===== config.mk =====
export PLATFORM = sky130hd
export DESIGN_NAME = driver_main_controller
export DESIGN_NICKNAME = d
export VERILOG_FILES = /design/src/common/pov_pkg.sv /design/src/driver/driver_main_controller.sv
export SDC_FILE = /design/constraint.sdc
export NUM_CORES = 1
export LEC_CHECK = 0
export ABC_AREA = 1
export BUFFER_PORTS_ARGS = -buffer_cell sky130_fd_sc_hd__buf_2
export CAP_MARGIN = 20
export CORE_MARGIN = 3
export CORE_UTILIZATION = 30
export CTS_CLUSTER_SIZE = 12
export DETAILED_ROUTE_END_ITERATION = 10
export SYNTH_ARGS = -nofsm -noshare
export SYNTH_HDL_FRONTEND = slang
export SYNTH_SLANG_ARGS = --single-unit

===== constraint.sdc =====
create_clock -name clk_33 -period 3.4 [get_ports clk_33]
set_clock_uncertainty 0.15 [all_clocks]
set_input_delay 0.68 -clock clk_33 [delete_from_list [all_inputs] [get_ports clk_33]]
set_output_delay 0.68 -clock clk_33 [all_outputs]
set_load 0.01 [all_outputs]

===== src/common/pov_pkg.sv =====
package pov_pkg;

    // Display geometry, one driver column holds 16 LEDs and is multiplexed 8 times
    localparam int multiplexing = 8;
    localparam int led_per_driver = 16;
    localparam int buff_size = 240;
    localparam int buff_size_log = 8;
    localparam int row_size = 40;
    localparam int column_size = 48;
    localparam int image_size = 1920;
    localparam int slices_in_ram = 3;
    localparam int ram_words = 5760;
    localparam int ram_addr_width = 13;
    localparam int ram_data_width = 16;

    // Driver stream timing
    localparam int poker_mode = 9;
    localparam int driver_count = 30;
    localparam int config_cycles = 16;
    localparam int frame_beats = 432;
    localparam int blank_cycles = 8;

    // Bit offset of each colour inside a memory word, indexed by colour
    localparam logic [3:0] color_base [3] = '{0, 6, 11};

    // Buffer base index per driver, drivers of a facing pair share one entry
    localparam logic [buff_size_log-1:0] driver_base [driver_count] = '{
        0, 0, 1, 1, 2, 2, 3, 3, 4, 4,
        80, 80, 81, 81, 82, 82, 83, 83, 84, 84,
        160, 160, 161, 161, 162, 162, 163, 163, 164, 164
    };

    // Per LED offsets in the buffer, neighbouring LEDs of a driver sit 5 words apart
    // Group 0 covers drivers 20 to 29
    localparam logic [buff_size_log-1:0] lut0_rg [led_per_driver] = '{
        30, 35, 45, 40, 50, 55, 65, 60, 70, 75, 5, 0, 10, 15, 25, 20
    };
    localparam logic [buff_size_log-1:0] lut0_b [led_per_driver] = '{
        40, 45, 70, 75, 60, 65, 10, 15, 0, 5, 30, 35, 20, 25, 50, 55
    };
    // Group 1 covers drivers 0 to 19
    localparam logic [buff_size_log-1:0] lut1_rg [led_per_driver] = '{
        10, 15, 25, 20, 30, 35, 45, 40, 50, 55, 65, 60, 70, 75, 5, 0
    };
    localparam logic [buff_size_log-1:0] lut1_b [led_per_driver] = '{
        0, 5, 30, 35, 20, 25, 45, 55, 40, 50, 70, 75, 60, 65, 10, 15
    };

    // Colours go out in this order for every LED
    typedef enum logic [1:0] {color_blue, color_red, color_green} color_e;

    typedef enum logic {fb_wait_slice, fb_stream} fb_state_e;

    typedef enum logic [1:0] {drv_config, drv_frame, drv_blank} drv_state_e;

    // One host write, the handshake valid travels next to it
    typedef struct packed {
        logic [ram_addr_width-1:0] addr;
        logic [ram_data_width-1:0] data;
    } host_wr_t;

    // Serial outputs towards the LED drivers
    typedef struct packed {
        logic [driver_count-1:0] sdi;
        // High on every valid beat
        logic clk_en;
        // One cycle pulse after the last beat of a frame
        logic lat;
        logic blank;
    } led_out_t;

endpackage


===== src/driver/driver_main_controller.sv =====
`timescale 1ns/10ps

module driver_main_controller (
    input  logic                             clk_33,
    input  logic                             nrst,
    input  logic                             stream_active,
    input  logic [pov_pkg::driver_count-1:0] data,
    output logic                             driver_ready,
    output pov_pkg::led_out_t                led
);

    pov_pkg::drv_state_e state;
    // Beats already sent in the current frame
    logic [$clog2(pov_pkg::frame_beats)-1:0] beat_cnt;
    // Counts the configuration phase and then each blanking gap
    logic [$clog2(pov_pkg::config_cycles)-1:0] gap_cnt;
    logic gap_done;
    logic frame_start;
    logic last_beat;
    // Delay line that lines the control bits up with the framebuffer data
    logic ready_d1;
    logic last_d1;
    logic last_d2;

    assign gap_done = (gap_cnt == ($bits(gap_cnt))'(pov_pkg::blank_cycles));
    // The first beat of a frame already goes out in the cycle the stream is seen
    assign frame_start = (state == pov_pkg::drv_blank) && gap_done && stream_active;
    assign driver_ready = (state == pov_pkg::drv_frame) || frame_start;
    assign last_beat = (state == pov_pkg::drv_frame)
                    && (beat_cnt == ($bits(beat_cnt))'(pov_pkg::frame_beats - 1));

    always_ff @(posedge clk_33 or negedge nrst) begin
        if (!nrst) begin
            state <= pov_pkg::drv_config;
            beat_cnt <= '0;
            gap_cnt <= '0;
        end else begin
            case (state)
                pov_pkg::drv_config: begin
                    // No gap is owed after configuration, so the counter starts expired
                    if (gap_cnt == ($bits(gap_cnt))'(pov_pkg::config_cycles - 1)) begin
                        state <= pov_pkg::drv_blank;
                        gap_cnt <= ($bits(gap_cnt))'(pov_pkg::blank_cycles);
                    end else begin
                        gap_cnt <= gap_cnt + 1'b1;
                    end
                end
                pov_pkg::drv_blank: begin
                    if (frame_start) begin
                        state <= pov_pkg::drv_frame;
                        beat_cnt <= ($bits(beat_cnt))'(1);
                    end else if (!gap_done) begin
                        gap_cnt <= gap_cnt + 1'b1;
                    end
                end
                pov_pkg::drv_frame: begin
                    if (last_beat) begin
                        state <= pov_pkg::drv_blank;
                        beat_cnt <= '0;
                        gap_cnt <= '0;
                    end else begin
                        beat_cnt <= beat_cnt + 1'b1;
                    end
                end
                default: state <= pov_pkg::drv_config;
            endcase
        end
    end

    // Data arrives one cycle after its beat, so sdi and clk_en both land two cycles late
    always_ff @(posedge clk_33 or negedge nrst) begin
        if (!nrst) begin
            ready_d1 <= 1'b0;
            last_d1 <= 1'b0;
            last_d2 <= 1'b0;
            led.sdi <= '0;
            led.clk_en <= 1'b0;
            led.lat <= 1'b0;
            led.blank <= 1'b1;
        end else begin
            ready_d1 <= driver_ready;
            last_d1 <= last_beat;
            last_d2 <= last_d1;
            led.sdi <= data;
            led.clk_en <= ready_d1;
            // Latch follows the clk_en of the last beat by one cycle
            led.lat <= last_d2;
            led.blank <= !ready_d1;
        end
    end

endmodule


==> run_results.csv <==
group,metric,value,unit
status,outcome,"complete, no violations",
route,top_layer,"met4",
sta,final_max_slew_viol_count,0,
global_route,antenna_found_initial,0,
final_layout,antennaDiodeCount,0,
final_layout,stdcell_area,2490,µm²
route,route.met2.wl,1.77,mm
die,start_util,0.319,
die,die_h,86.7,µm
final_layout,final_nets,287,
route,via_count,1391,
route,met1_length,1.54,mm
clocking,cts_tree,"done",
sta,fin_tns_setup,0,ns
final_layout,drive_above_1_share,0.395,
synth,syn_avg_cell_area,11.2,µm²
setup_path,critPathArrivalTime,1.58,ns
place,gp_congestion,0.803,
setup_path,r2r_slack,1.57,ns
setup_path,max_stage_delay,0.42,ns
global_route,grt_pass1_vias,1420,
setup_path,critPathLaunchType,"register",
setup_path,worstPathCellList,"inv_1, ha_1, inv_2, nor2_2, nand3_2, nand2_1, buf_2",
sta,hold_viol_final,0,
clocking,cts_buffers,5,
synth,yosysWarnings,0,
route,wl_met3,243,µm
synth,ys_seq_area_frac,0.653,
clocking,h-tree-depth,2,
clocking,clockBufferDepth,2,
final_layout,seq_area,1280,µm²
setup_path,critPathRequiredTime,2.57,ns
final_layout,multi_input_area,582,µm²
power,irDropWorstVdd,0.000272,V
setup_path,endpoint_kind,"output port",
clocking,cts-resized-gates,0,
route,drt.antenna.violating_nets,0,
power,powerDensity,649,nW/µm²
run,drv_cap,0,
synth,synth_area,1960,µm²
global_route,grtUsageTotal,0.105,
route,drt_iter0_markers,69,
global_route,grt_overflow,0,
sta,worst_pin_slew,0.633,ns
route,viasPerCell,4.31,
global_route,grt_max_degree,52,
sta,fin_crit,2.41,ns
die,die_x,86.7,µm
setup_path,worstSetupPathType,"register to output port",
final_layout,final_common_cell,"buf_2",
global_route,grt_pass1_wl,6.25,mm
synth,synth_seq_cells,51,
setup_path,worst_path_max_delay_cell,"dfrtp_1",
sta,finalCritPeriodShare,0.709,
final_layout,area_growth,27.1,%
setup_path,crit_fanout,4,
sta,rsz0062_at_grt,"false",
route,drt-total-wl,3.62,mm
route,wire_per_inst,11.2,µm
die,die-area,7520,µm²
die,rows,28,
route,dr.pass1.iters,3,
synth,syn-num-nets,214,
clocking,clock_latency,0.30,ns
clocking,cts_sinks,51,
hold_path,hp-class,"register to register",
final_layout,nFillCells,588,
route,drc,0,
synth,syn_inst,174,
clocking,root_buffer,"clkbuf_8",
clocking,postCtsHoldBufs,0,
synth,synth_cell_types,24,
clocking,clk_pin_slew_worst_paths,0.09,ns
sta,setup_viol,0,
place,hpwl,2.65,mm
place,dpl_cell_area,2360,µm²
sta,max_freq,0.415,GHz
die,coreArea,6130,µm²
die,io_pins,67,
clocking,postCtsSetupRepairBufs,0,
sta,max_slew_margin,0.578,
final_layout,final_cell_mix,"66 x buf_2, 50 x dfrtp_1, 38 x nand2_1",
power,leakage,0.00128,µW
place,io_buffers,66,
[synth_stat cells (all sizes together)]
| cell | instances | share of area |
|---|---|---|
| dfrtp | 50 | 0.64 |
| nand2 | 42 | 0.093 |
| inv | 19 | 0.036 |
| nor2 | 19 | 0.042 |
| nand3 | 11 | 0.037 |
| a21oi | 9 | 0.029 |
| ha | 7 | 0.045 |
| nand4 | 7 | 0.022 |
| o21ai | 3 | 0.012 |
| a31oi | 1 | 0.0064 |
| buf | 1 | 0.010 |
| clkinv | 1 | 0.0026 |
| dfstp | 1 | 0.013 |
| nand3b | 1 | 0.0038 |
| or2 | 1 | 0.0032 |
| xnor2 | 1 | 0.0045 |
[path summary, 6_finish.rpt]
kind	startpoint	cells past startpoint	endpoint
setup / recovery	state[0]$_DFFE_PN0P_	7	driver_ready
hold / removal	last_d1$_DFF_PN0_	0	last_d2$_DFF_PN0_
setup reg to reg	state[0]$_DFFE_PN0P_	11	beat_cnt[1]$_DFFE_PN0P_
hold reg to reg	last_d1$_DFF_PN0_	0	last_d2$_DFF_PN0_
max in group asynchronous	nrst	2	led[4]$_DFF_PN0_
min in group asynchronous	nrst	1	led[2]$_DFF_PN0_
[cell families after synthesis]
group,count (synthesis),synth area share
buffers and inverters,21,0.0493
flip-flops,51,0.653
XOR/XNOR,1,0.00448
adder cells (fa/ha/maj),7,0.0448
AO/OA/AOI/OAI,13,0.0467
AND/OR/NAND/NOR,81,0.202
[layout make-up]
cell class,count,area share
clock buffers,6,0.0332
clock inverters,2,0.00654
inverters,20,0.0307
multi-input cells,102,0.234
flip-flops and latches,51,0.514
well taps,75,0.0377
repair buffers,67,0.144
[registers in the layout (all words and copies together), names as in the netlist]
name / count
beat_cnt: 9
gap_cnt: 4
last_d1: 1
led: 33
ready_d1: 1
state: 2
last_d2: 1
[metrics by stage]
step                      total power (µW)  setup WS [ns]  cells  hold WS [ns]   util
after floorplan                       1140           1.51    174         0.181      -
after global placement                1250           1.37    314         0.185  0.385
after detailed placement              1260           1.32    314         0.191  0.385
after CTS                             1630          0.978    322         0.213  0.401
after global routing                  1750          0.805    323         0.231  0.406
final                                 1610          0.990    323         0.211  0.406
[worst max-delay path: cells and delay by family, from the launching register on]
family,cells,cell delay (ns)
flip-flops,1,0.42
buffers and inverters,3,0.31
AND/OR/NAND/NOR,3,0.34
adder cells (fa/ha/maj),1,0.22
[power breakdown]
group          leakage, µW  internal, µW  switching (µW)  total [µW]
Sequential        0.000625           693            72.4         766
Combinational     0.000609           189             292         481
Clock            0.0000474           166             200         367
Total              0.00128          1050             564        1610
[per-layer routing]
metal  vias to the layer above  GRT usage
met1                       650      0.119
met3                         5     0.0304
li1                        695          -
met2                        41      0.185
met4                         0     0.0425
met5                         -          0
No activity file was read; power rests on OpenSTA's default activity.
